===== src/common/u1e_pkg.sv =====
// Radio control core shared definitions
// Wishbone and settings bus widths, register maps,
// bus structs and the 32-bit word seen as whole or as halves

`default_nettype none

package u1e_pkg;

   //////////////////////////////
   // Bus widths
   localparam int WB_DW  = 16;   // Wishbone data
   localparam int WB_AW  = 11;   // Wishbone address
   localparam int WB_SW  = 2;    // Byte selects
   localparam int SET_AW = 8;    // Settings address
   localparam int SET_DW = 32;   // Settings data

   //////////////////////////////
   // Settings register map
   localparam logic [SET_AW-1:0] SR_TIME64       = 8'd42;   // +0 seconds, +1 ticks
   localparam logic [SET_AW-1:0] SR_REG_TEST32   = 8'd60;
   localparam logic [SET_AW-1:0] SR_GLOBAL_RESET = 8'd63;

   // Misc slave register offsets
   localparam logic [6:0] REG_CGEN_CTRL = 7'd4;    // Out
   localparam logic [6:0] REG_CGEN_ST   = 7'd6;    // In
   localparam logic [6:0] REG_TEST      = 7'd8;    // Out
   localparam logic [6:0] REG_XFER_RATE = 7'd14;   // Out

   localparam logic [WB_DW-1:0] MISC_DEFAULT = 16'hBEEF;

   // Bumped when the register map changes in an incompatible way
   localparam logic [SET_DW-1:0] COMPAT_NUM = {16'd8, 16'd0};   // Major, minor

   // Slave numbers in adr[10:7]
   localparam logic [3:0] SLV_MISC     = 4'd0;
   localparam logic [3:0] SLV_READBACK = 4'd7;

   //////////////////////////////
   // Bus types
   typedef struct packed {
      logic [WB_AW-1:0] adr;
      logic [WB_DW-1:0] dat;
      logic [WB_SW-1:0] sel;
      logic             we;
      logic             cyc;
      logic             stb;
   } wb_req_t;

   typedef struct packed {
      logic [WB_DW-1:0] dat;
      logic             ack;
   } wb_rsp_t;

   typedef struct packed {
      logic              stb;    // Single cycle, no back-pressure
      logic [SET_AW-1:0] addr;
      logic [SET_DW-1:0] data;
   } set_bus_t;

   typedef union packed {
      logic [SET_DW-1:0] w;
      struct packed {
         logic [WB_DW-1:0] hi;
         logic [WB_DW-1:0] lo;
      } h;
   } word32_u;

endpackage

`default_nettype wire


===== src/design/wb_intercon.sv =====
// Single-master Wishbone intercon
// Decodes adr[10:7] to the misc, readback or settings slave,
// forwards stb to the selected slave only and muxes the response back

`default_nettype none
`timescale 1ns/1ps

module wb_intercon
  (input  logic             wb_clk,
   input  logic             core_rst,
   input  u1e_pkg::wb_req_t m_req_i,
   output u1e_pkg::wb_rsp_t m_rsp_o,
   output u1e_pkg::wb_req_t misc_req_o,
   input  u1e_pkg::wb_rsp_t misc_rsp_i,
   output u1e_pkg::wb_req_t rb_req_o,
   input  u1e_pkg::wb_rsp_t rb_rsp_i,
   output u1e_pkg::wb_req_t set_req_o,
   input  u1e_pkg::wb_rsp_t set_rsp_i);

   import u1e_pkg::*;

   logic [3:0] slv;
   logic       sel_misc, sel_rb, sel_set;
   logic       done;                        // Access already acked, stb still up

   assign slv      = m_req_i.adr[WB_AW-1 -: 4];
   assign sel_set  = slv[3];                // Upper half of the map
   assign sel_misc = (slv == SLV_MISC);
   assign sel_rb   = (slv == SLV_READBACK);

   always_comb
   begin
      misc_req_o     = m_req_i;
      rb_req_o       = m_req_i;
      set_req_o      = m_req_i;
      misc_req_o.stb = m_req_i.stb & sel_misc & ~done;
      rb_req_o.stb   = m_req_i.stb & sel_rb & ~done;
      set_req_o.stb  = m_req_i.stb & sel_set & ~done;
   end

   // Unmapped slaves never answer
   always_comb
   begin
      m_rsp_o = '0;
      if (sel_set)
         m_rsp_o = set_rsp_i;
      else if (sel_misc)
         m_rsp_o = misc_rsp_i;
      else if (sel_rb)
         m_rsp_o = rb_rsp_i;
   end

   always_ff @(posedge wb_clk)
   begin
      if (core_rst)
         done <= 1'b0;
      else if (!m_req_i.stb)
         done <= 1'b0;                      // Master has closed the access
      else if (m_rsp_o.ack)
         done <= 1'b1;
   end

endmodule

`default_nettype wire


===== src/design/misc_regs.sv =====
// Misc register slave
// Clock-generator control and status, a test word and the transfer-rate word
// Single-cycle ack, unlisted offsets read back a fixed pattern

`default_nettype none
`timescale 1ns/1ps

module misc_regs
  (input  logic             wb_clk,
   input  logic             core_rst,
   input  u1e_pkg::wb_req_t req_i,
   output u1e_pkg::wb_rsp_t rsp_o,
   input  logic [2:0]       cgen_st_i,
   output logic             cgen_sync_b_o,
   output logic             cgen_ref_sel_o,
   output logic [7:0]       test_rate_o,
   output logic [3:0]       test_ctrl_o);

   import u1e_pkg::*;

   logic [WB_DW-1:0] reg_cgen_ctrl;
   logic [WB_DW-1:0] reg_test;
   logic [WB_DW-1:0] xfer_rate;
   logic [WB_DW-1:0] rd_dat;
   logic             wr_en;

   assign wr_en = req_i.cyc & req_i.stb & req_i.we;

   always_ff @(posedge wb_clk)
   begin
      if (core_rst)
      begin
         reg_cgen_ctrl <= 16'd3;            // Sync deasserted, ref select high
         reg_test      <= '0;
         xfer_rate     <= '0;
      end
      else if (wr_en)
      begin
         case (req_i.adr[6:0])
            REG_CGEN_CTRL : reg_cgen_ctrl <= req_i.dat;
            REG_TEST      : reg_test      <= req_i.dat;
            REG_XFER_RATE : xfer_rate     <= req_i.dat;
            default       : ;
         endcase
      end
   end

   assign cgen_sync_b_o  = reg_cgen_ctrl[1];
   assign cgen_ref_sel_o = reg_cgen_ctrl[0];
   assign test_ctrl_o    = xfer_rate[11:8];
   assign test_rate_o    = xfer_rate[7:0];

   always_comb
   begin
      case (req_i.adr[6:0])
         REG_CGEN_CTRL : rd_dat = reg_cgen_ctrl;
         REG_CGEN_ST   : rd_dat = {13'd0, cgen_st_i};   // Status, ld, refmon
         REG_TEST      : rd_dat = reg_test;
         REG_XFER_RATE : rd_dat = xfer_rate;
         default       : rd_dat = MISC_DEFAULT;
      endcase
   end

   assign rsp_o.dat = rd_dat;
   assign rsp_o.ack = req_i.cyc & req_i.stb & ~core_rst;   // Same-cycle ack outside reset

endmodule

`default_nettype wire


===== src/settings/settings_bus_16le.sv =====
// Wishbone to settings bus bridge, little endian
// Low half-word is held until the high half arrives,
// then one settings strobe carries the joined 32-bit word

`default_nettype none
`timescale 1ns/1ps

module settings_bus_16le
  (input  logic              wb_clk,
   input  logic              core_rst,
   input  u1e_pkg::wb_req_t  req_i,
   output u1e_pkg::wb_rsp_t  rsp_o,
   output u1e_pkg::set_bus_t set_o);

   import u1e_pkg::*;

   word32_u           word_q;               // Joined settings word
   logic [SET_AW-1:0] addr_q;
   logic              ack;
   logic              new_acc;              // First cycle of an access
   logic              lo_wr, hi_wr;
   logic              pend;                 // High half written, strobe next
   logic              stb_q;

   assign new_acc = req_i.cyc & req_i.stb & ~ack;
   assign lo_wr   = new_acc & req_i.we & ~req_i.adr[1];
   assign hi_wr   = new_acc & req_i.we & req_i.adr[1];

   always_ff @(posedge wb_clk)
   begin
      if (core_rst)
      begin
         ack   <= 1'b0;
         pend  <= 1'b0;
         stb_q <= 1'b0;
      end
      else
      begin
         ack   <= new_acc;
         pend  <= hi_wr;
         stb_q <= pend;                     // Cycle after the ack
      end
   end

   always_ff @(posedge wb_clk)
   begin
      if (lo_wr)
         word_q.h.lo <= req_i.dat;
      if (hi_wr)
      begin
         word_q.h.hi <= req_i.dat;
         addr_q      <= req_i.adr[9:2];     // 32-bit register index
      end
   end

   assign rsp_o.dat  = '0;                  // Write only
   assign rsp_o.ack  = ack;
   assign set_o.stb  = stb_q;
   assign set_o.addr = addr_q;
   assign set_o.data = word_q.w;

endmodule

`default_nettype wire


===== src/settings/sys_settings.sv =====
// System settings
// Global-reset setting feeding the core reset synchronizer,
// and a 32-bit test setting that survives reset

`default_nettype none
`timescale 1ns/1ps

module sys_settings
  (input  logic                       wb_clk,
   input  logic                       wb_rst,
   input  u1e_pkg::set_bus_t          set_i,
   output logic                       core_rst_o,
   output logic [u1e_pkg::SET_DW-1:0] reg_test32_o);

   import u1e_pkg::*;

   logic       glob_rst_p;                  // One-cycle pulse from the setting
   logic [1:0] rst_sync;

   always_ff @(posedge wb_clk)
   begin
      if (wb_rst)
         glob_rst_p <= 1'b0;
      else
         glob_rst_p <= set_i.stb & (set_i.addr == SR_GLOBAL_RESET);
   end

   //////////////////////////////
   // Reset synchronizer
   // Core reset is held two cycles past the end of its source
   always_ff @(posedge wb_clk)
   begin
      if (wb_rst | glob_rst_p)
         rst_sync <= 2'b11;
      else
         rst_sync <= {rst_sync[0], 1'b0};
   end

   assign core_rst_o = rst_sync[1];

   // Kept through any reset so software can tell the FPGA is already loaded
   always_ff @(posedge wb_clk)
   begin
      if (set_i.stb && (set_i.addr == SR_REG_TEST32))
         reg_test32_o <= set_i.data;
   end

endmodule

`default_nettype wire


===== src/design/vita_time.sv =====
// VITA time counter
// 64-bit seconds/ticks time, loaded over the settings bus,
// with the time captured at each synchronized PPS rising edge

`default_nettype none
`timescale 1ns/1ps

module vita_time
  #(parameter int unsigned TICKS_PER_SEC = 64000000)
  (input  logic              wb_clk,
   input  logic              core_rst,
   input  u1e_pkg::set_bus_t set_i,
   input  logic              pps_i,
   output logic [63:0]       vita_time_o,
   output logic [63:0]       vita_time_pps_o);

   import u1e_pkg::*;

   localparam logic [31:0]       LAST_TICK = 32'(TICKS_PER_SEC - 1);
   localparam logic [SET_AW-1:0] SR_TICKS  = SR_TIME64 + 8'd1;

   logic [31:0] secs;
   logic [31:0] ticks;
   logic [31:0] pend_secs;                  // Waits for the ticks write
   logic        wr_secs, wr_ticks;
   logic [2:0]  pps_q;                      // Two sync flops plus one of history
   logic        pps_rise;

   assign wr_secs  = set_i.stb & (set_i.addr == SR_TIME64);
   assign wr_ticks = set_i.stb & (set_i.addr == SR_TICKS);

   always_ff @(posedge wb_clk)
   begin
      if (wr_secs)
         pend_secs <= set_i.data;
   end

   //////////////////////////////
   // Seconds and ticks
   always_ff @(posedge wb_clk)
   begin
      if (core_rst)
      begin
         secs  <= '0;
         ticks <= '0;
      end
      else if (wr_ticks)
      begin
         secs  <= pend_secs;                // Both halves land together
         ticks <= set_i.data;
      end
      else if (ticks == LAST_TICK)
      begin
         ticks <= '0;
         secs  <= secs + 32'd1;
      end
      else
         ticks <= ticks + 32'd1;
   end

   assign vita_time_o = {secs, ticks};

   // PPS capture
   always_ff @(posedge wb_clk)
   begin
      if (core_rst)
         pps_q <= '0;
      else
         pps_q <= {pps_q[1:0], pps_i};
   end

   assign pps_rise = pps_q[1] & ~pps_q[2];

   always_ff @(posedge wb_clk)
   begin
      if (core_rst)
         vita_time_pps_o <= '0;
      else if (pps_rise)
         vita_time_pps_o <= {secs, ticks};
   end

endmodule

`default_nettype wire


===== src/design/readback_mux_16le.sv =====
// Readback mux slave
// Eight 32-bit status words read as 16-bit halves,
// word index from adr[4:2], high half when adr[1] is set

`default_nettype none
`timescale 1ns/1ps

module readback_mux_16le
  (input  logic                   wb_clk,
   input  logic                   core_rst,
   input  u1e_pkg::wb_req_t       req_i,
   output u1e_pkg::wb_rsp_t       rsp_o,
   input  u1e_pkg::word32_u [7:0] words_i);

   import u1e_pkg::*;

   word32_u          sel_word;
   logic [WB_DW-1:0] rd_dat;
   logic             ack;
   logic             new_acc;

   assign sel_word = words_i[req_i.adr[4:2]];
   assign new_acc  = req_i.cyc & req_i.stb & ~ack;   // One ack per access

   always_ff @(posedge wb_clk)
   begin
      if (core_rst)
         ack <= 1'b0;
      else
         ack <= new_acc;
   end

   always_ff @(posedge wb_clk)
   begin
      if (new_acc)
         rd_dat <= req_i.adr[1] ? sel_word.h.hi : sel_word.h.lo;
   end

   assign rsp_o.dat = rd_dat;
   assign rsp_o.ack = ack;

endmodule

`default_nettype wire


===== src/design/u1e_ctrl_core.sv =====
// Radio core control plane, top level
// Wishbone intercon with misc, readback and settings slaves,
// system settings with the core reset, and the VITA time counter

`default_nettype none
`timescale 1ns/1ps

module u1e_ctrl_core
  #(parameter int unsigned TICKS_PER_SEC = 64000000)
  (input  logic             wb_clk,
   input  logic             wb_rst,
   input  u1e_pkg::wb_req_t wb_req_i,
   output u1e_pkg::wb_rsp_t wb_rsp_o,
   input  logic [2:0]       cgen_st_i,
   input  logic             pps_i,
   output logic             cgen_sync_b_o,
   output logic             cgen_ref_sel_o,
   output logic [7:0]       test_rate_o,
   output logic [3:0]       test_ctrl_o);

   import u1e_pkg::*;

   logic              core_rst;
   wb_req_t           misc_req, rb_req, set_req;
   wb_rsp_t           misc_rsp, rb_rsp, set_rsp;
   set_bus_t          set_bus;
   logic [SET_DW-1:0] reg_test32;
   logic [63:0]       vita_time, vita_time_pps;
   word32_u [7:0]     rb_words;

   sys_settings i_sys_settings
     (.wb_clk(wb_clk), .wb_rst(wb_rst), .set_i(set_bus),
      .core_rst_o(core_rst), .reg_test32_o(reg_test32));

   //////////////////////////////
   // Wishbone side
   wb_intercon i_intercon
     (.wb_clk(wb_clk), .core_rst(core_rst),
      .m_req_i(wb_req_i), .m_rsp_o(wb_rsp_o),
      .misc_req_o(misc_req), .misc_rsp_i(misc_rsp),
      .rb_req_o(rb_req), .rb_rsp_i(rb_rsp),
      .set_req_o(set_req), .set_rsp_i(set_rsp));

   misc_regs i_misc_regs
     (.wb_clk(wb_clk), .core_rst(core_rst), .req_i(misc_req), .rsp_o(misc_rsp),
      .cgen_st_i(cgen_st_i), .cgen_sync_b_o(cgen_sync_b_o),
      .cgen_ref_sel_o(cgen_ref_sel_o),
      .test_rate_o(test_rate_o), .test_ctrl_o(test_ctrl_o));

   settings_bus_16le i_settings_bus
     (.wb_clk(wb_clk), .core_rst(core_rst), .req_i(set_req), .rsp_o(set_rsp),
      .set_o(set_bus));

   //////////////////////////////
   // Timing and readback
   vita_time #(.TICKS_PER_SEC(TICKS_PER_SEC)) i_vita_time
     (.wb_clk(wb_clk), .core_rst(core_rst), .set_i(set_bus), .pps_i(pps_i),
      .vita_time_o(vita_time), .vita_time_pps_o(vita_time_pps));

   assign rb_words[0].w = vita_time[63:32];        // Seconds
   assign rb_words[1].w = vita_time[31:0];         // Ticks
   assign rb_words[2].w = vita_time_pps[63:32];
   assign rb_words[3].w = vita_time_pps[31:0];
   assign rb_words[4].w = reg_test32;
   assign rb_words[5].w = COMPAT_NUM;
   assign rb_words[6].w = '0;
   assign rb_words[7].w = '0;

   readback_mux_16le i_readback
     (.wb_clk(wb_clk), .core_rst(core_rst), .req_i(rb_req), .rsp_o(rb_rsp),
      .words_i(rb_words));

endmodule

`default_nettype wire


===== config.mk =====
export PLATFORM = sky130hd
export DESIGN_NAME = u1e_ctrl_core
export DESIGN_NICKNAME = d
export VERILOG_FILES = /design/src/common/u1e_pkg.sv /design/src/design/wb_intercon.sv /design/src/design/misc_regs.sv /design/src/settings/settings_bus_16le.sv /design/src/settings/sys_settings.sv /design/src/design/vita_time.sv /design/src/design/readback_mux_16le.sv /design/src/design/u1e_ctrl_core.sv
export SDC_FILE = /design/constraint.sdc
export NUM_CORES = 1
export LEC_CHECK = 0
export BUFFER_PORTS_ARGS = -buffer_cell sky130_fd_sc_hd__buf_2
export CAP_MARGIN = 40
export CORE_MARGIN = 2
export CORE_UTILIZATION = 43
export CTS_CLUSTER_SIZE = 8
export DETAILED_ROUTE_END_ITERATION = 8
export GPL_TIMING_DRIVEN = 1
export PLACE_DENSITY_LB_ADDON = 0.15
export SKIP_LAST_GASP = 1
export SYNTH_ARGS = -nofsm -noshare
export SYNTH_HDL_FRONTEND = slang
export SYNTH_SLANG_ARGS = --single-unit

===== constraint.sdc =====
create_clock -name wb_clk -period 4.7 [get_ports wb_clk]
set_clock_uncertainty 0.05 [all_clocks]
set_input_delay 0 -clock wb_clk [delete_from_list [all_inputs] [get_ports wb_clk]]
set_output_delay 0 -clock wb_clk [all_outputs]
set_load 0.005 [all_outputs]

**Yosys cells after proc, flatten, opt, wreduce, memory -nomap -nowiden**

Cells that the tools add are included.

- Output and inout bits: 31
- Bits in registers: 307
- Logic and storage cells: 81
- Input bits: 38

- Eq/ne operators: 10
- Multiplexer cells: 12
- Bitwise logic cells: 28
- Add/sub/neg operators: 2
- Reductions and logical operators: 7
- Order comparisons: 1

Operator list:

| operator | number |
|---|---|
| $mux 32 | 5 |
| $bmux 32 s3 | 1 |
| $add 32x1->32 const B | 2 |
| $pmux 16 s4 | 1 |
| $mux 17 | 3 |
| $eq 32x26->1 const B | 1 |
| $eq 8x6->1 const B | 4 |
| $and 1x1->1 | 20 |
| $mux 16 | 1 |
| $eq 7x3->1 const B | 2 |
| $eq 7x4->1 const B | 2 |
| $not 1->1 | 7 |
| $reduce_and 2->1 | 3 |
| $eq 4x3->1 const B | 1 |
| $logic_not 4->1 | 1 |
| $lt 3x4->1 const B | 1 |
| $reduce_bool 2->1 | 1 |
| $reduce_or 2->1 | 1 |
| $logic_and 1x1->1 | 1 |
| $mux 1 | 1 |
| $or 1x1->1 | 1 |

**Depth between registers and ports, before layout**

- Depth after elaboration: 7
- Mapped depth: 9
- Mapped depth without buffers: 6

**By module**

From an unflattened synthesis, not the netlist that was laid out.

- Cells, all modules: 1514
- Area total of the unflattened synthesis: 15155.8 um^2

By module, submodules not included:

| module | cells an instance | seq. area each (um^2) | area each (um^2) | times used |
|---|---|---|---|---|
| vita_time | 764 | 3583.4 | 6718.9 | 1 |
| readback_mux_16le | 158 | 500.5 | 2443.6 | 1 |
| misc_regs | 316 | 960.9 | 2292.2 | 1 |
| settings_bus_16le | 69 | 1261.2 | 1460.2 | 1 |
| wb_intercon | 163 | 20.0 | 1139.8 | 1 |
| sys_settings | 42 | 1021.0 | 1093.5 | 1 |
| u1e_ctrl_core | 2 | 0.0 | 7.5 | 1 |

**Worst setup path before layout**

Ideal clock, no wire load.

- Path kind: register -> register
- Start point: reg i_settings_bus.addr_q[6]
- End point: reg i_sys_settings.reg_test32_o[0] (netlist name), enable pin
- Buffers on the path: 0
- Data required time: 4.137 ns
- Setup time: 0.513 ns
- Stages on the path, launching flop included: 5
- Setup slack: 0.004 ns
- Period minus slack after synthesis: 4.696 ns
- Arrival: 4.133 ns
- Cells stage by stage: edfxtp_1 -> nand4bb_1 -> inv_1 -> nand3_1 -> nor4b_1

- Cells in the longest elaborated chain, start to end: 2

RTL lines:

| what | line | RTL |
|---|---|---|
| from (decl) | settings_bus_16le.sv:18 | `logic [SET_AW-1:0] addr_q;` |
| from (signal assigned) | settings_bus_16le.sv:52 | `addr_q <= req_i.adr[9:2];` |
| $eq 8x6->1 | sys_settings.sv:44 | `if (set_i.stb && (set_i.addr == SR_REG_TEST32))` |
| $logic_and 1x1->1 | sys_settings.sv:44 |  |
| to (signal assigned) | sys_settings.sv:45 | `reg_test32_o <= set_i.data;` |
| to (decl) | sys_settings.sv:13 | `output logic [u1e_pkg::SET_DW-1:0] reg_test32_o);` |

Every way passes these cells.
A chain may end at the register's enable or synchronous reset.

**Final worst setup path**

- Start point: reg i_vita_time.secs[2]
- End point: reg i_vita_time.secs[16]

- Cells in the longest elaborated chain, start to end: 3

RTL lines:

| what | line | RTL |
|---|---|---|
| from (decl) | vita_time.sv:22 | `logic [31:0] secs;` |
| from (signal assigned) | vita_time.sv:49 | `secs <= pend_secs;` |
| from (signal assigned) | vita_time.sv:55 | `secs <= secs + 32'd1;` |
| $add 32x1->32 | vita_time.sv:55 |  |
| $mux 32 | vita_time.sv:52 | `else if (ticks == LAST_TICK)` |
| $mux 32 | vita_time.sv:47 | `else if (wr_ticks)` |

Every way passes these cells. The select of a mux whose other input is x is not followed.

==> run summary <==
# rows - 64
Clock latency on the worst-skew pair - 0.53 ns
Antenna Violating Nets Remaining - 0
CP required - 5.11 ns
Post-synth top cells - nand2_1, dfxtp_1, a21oi_1, edfxtp_1, clkbuf_1
Worst vdd ir - 0.303 mV
Layout cell share with drive strength beyond 1 - 13.4%
Final std cells w/o fill - 1832
Post-DR wirelength/cell - 21.3 um
Vias per Instance - 5.79
Initial core utilization - 43.7%
Clk pin slew, worst setup/hold paths - 0.05 ns
Arrival time worst endpoint - 3.59 ns
Layout area overhead - 16.4%
Library cells used by synthesis - 52
Post-Syn Instances - 1351
Grt total ovfl - 0
PwrDens - 379 nW/um2
Net count after synthesis - 1391
I/O pin count - 69
Cell leakage power - 0.00495 uW
Clk sink count - 307
Yosys reg bits - 307
WS Path Type - flip-flop to flip-flop
First-pass GRT wire length - 61000 um
Critical path peak fanout - 9
DRT iter0 DRCs - 885
All-Layer GR Usage - 24.0%
Max cap viols - 0
Final nets - 1442
Net Sw Power - 1270 uW
Ys async rst share - 0%
Core footprint - 30600 um2
Crit path time final - 3.17 ns
Yosys warns - 0
Via count - 10600
DIE AREA - 32500 um2
# diodes - 0
Crit end category - flip-flop
Drt first pass iters - 5
Dpl hpwl - 25100 um
Most used flip-flop cell after synthesis - dfxtp_1
Root Buffer - clkbuf_16
RSZ-0062 raised after global routing - false
CTS tree - yes
Fmax - 315 MHz
# resized after CTS - 0
Die Width - 180 um
Final GP Congestion - 0.806
Avg Inst Size Synth - 9.89 um2
Outcome - completed
Hold Path Class - input port to flip-flop
Clk pwr share - 49.4%
Sequential power share - 47.3%
PortBufs - 66
Mapped Area - 13400 um2
Main area contributors after synthesis - dfxtp_1, edfxtp_1, nand2_1
CTS Buf Count - 44
Relative slew margins - 40.2%
Logic pwr share - 3.3%
Layout filler cell count - 2849
Post-synth EDFFs - 120
Critical Path Start Type - flip-flop
Sequential-to-total area share from yosys stat - 55.0%
Final setup fails - 0
Setup TNS Final - 0 ns
Dpl cells - 1723
Cell-internal power - 4620 uW
Worst-Margin Slew - 0.896 ns
Largest net degree at the start of global routing - 65
# DRC - 0
Vias in the first global route - 10200
Final period util - 67.6%
Sw frac - 21.5%
H-tree depth - 2
Final Max Tran Viols - 0
Count leader, synth - nand2_1
Largest area contributor in the netlist - dfxtp_1
Initial antenna violation count - 0
Yosys top cell area share - 28.0%
Post-Route WL - 39000 um
Die height - 180 um
Clk buf depth - 3
Final hold vios - 0
per-layer routing:
layer	up-vias	share of wire (%)	track usage (%)	wire length, um
met2	377	47	38.9	18400
met3	63	6.5	3.82	2540
met5	-	0	0	0
li1	4993	-	-	-
met1	5169	44	33.1	17100
met4	0	2.5	7.52	989
final timing paths:
| check | startpoint | depth (start not counted) | slack, ns | end |
|---|---|---|---|---|
| setup / recovery | i_vita_time.secs[2] | 5 | 1.53 | i_vita_time.secs[16] |
| hold / removal | wb_req_i[23] | 1 | 0.08 | i_settings_bus.addr_q[0] |
| setup reg to reg | i_vita_time.secs[2] | 5 | 1.53 | i_vita_time.secs[16] |
| hold reg to reg | i_sys_settings.rst_sync[0] | 1 | 0.37 | i_sys_settings.rst_sync[1] |
power groups by stage:
stage                     Sequential [uW]  Clock (uW)  Combinational [uW]
after floorplan                      2820           0                99.7
after global placement               2840           0                 174
after detailed placement             2840           0                 176
after CTS                            2780        2950                 195
after global routing                 2780        3080                 209
final                                2780        2910                 195
worst max-delay path, cell delays in order (launching register included):
cell and delay (ns):
dfxtp_1 0.46, and4_1 0.48, nand4_1 0.57, or4_1 0.91, or4_1 0.55, nand3_1 0.09
per-stage QoR:
step	hold WS, ns	power, uW	utilization (%)	cell area [um2]	setup WS, ns
floorplan	0.0293	2920	-	13400	0.00394
global placement	0.148	3010	45.5	13900	1.60
detailed placement	0.145	3010	45.7	14000	1.58
CTS	0.0864	5930	50.8	15500	1.58
global route	0.103	6070	50.8	15500	1.33
finish	0.0764	5880	50.8	15500	1.53
placed cells by master (no fill, tap or decap), drive strengths merged, types with 2 or more instances in the layout:
cell / n
nand2: 323
dfxtp: 187
a21oi: 123
edfxtp: 120
buf: 94
clkbuf: 77
nor2: 54
nand3: 41
xnor2: 38
nand4: 36
nor4: 34
o21ai: 33
mux4: 32
a221oi: 31
dlygate4sd3: 29
a211oi: 25
nor3: 19
and3: 13
and4: 11
inv: 11
a22o: 10
xor2: 10
nor2b: 9
nor4b: 9
mux2i: 7
or4: 7
o22ai: 5
or3: 5
or2: 4
a22oi: 4
nand3b: 4
and2: 4
a222oi: 3
nand4b: 3
nor3b: 3
and4b: 2
a31oi: 2
ha: 2
nand2b: 2
final cells by class:
type | count | area, um2 | area share (%)
sequential | 307 | 7350 | 47.3
clock buffer | 77 | 1250 | 8.02
inverter | 10 | 37.5 | 0.241
tap | 396 | 495 | 3.19
clock inverter | 3 | 25.0 | 0.161
timing repair buffer | 124 | 872 | 5.61
multi-input combinational | 915 | 5520 | 35.5
state kept, by name (all words and copies together), names as in the netlist:
register	flops
i_settings_bus.stb_q	1
i_readback.rd_dat	16
i_vita_time.vita_time_pps_o	64
i_sys_settings.reg_test32_o	32
i_settings_bus.pend	1
i_readback.ack	1
i_vita_time.pps_q	3
i_intercon.done	1
i_misc_regs.reg_cgen_ctrl	16
i_settings_bus.word_q	32
i_misc_regs.reg_test	16
i_misc_regs.xfer_rate	16
i_vita_time.secs	32
i_sys_settings.rst_sync	2
i_settings_bus.addr_q	8
i_settings_bus.ack	1
i_sys_settings.glob_rst_p	1
i_vita_time.pend_secs	32
i_vita_time.ticks	32
logic make-up (layout without fill, tap and decap cells):
family / count (synthesis) / count (layout) / synth area share, %
muxes: 39 / 39 / 5.95
and+or+nand+nor: 585 / 585 / 20.6
DFF: 307 / 307 / 55.0
buffers and inverters: 129 / 214 / 4.06
AOI/OAI and AO/OA: 241 / 241 / 11.0
adders and majority gates: 2 / 2 / 0.187
xor gates and xnor gates: 48 / 48 / 3.15
timing repair:
item                      CTS  global route
hold buffers               29             0
hold endpoints to repair  101             0
buffers inserted            0             0
Power figures use the tool's default switching activity.
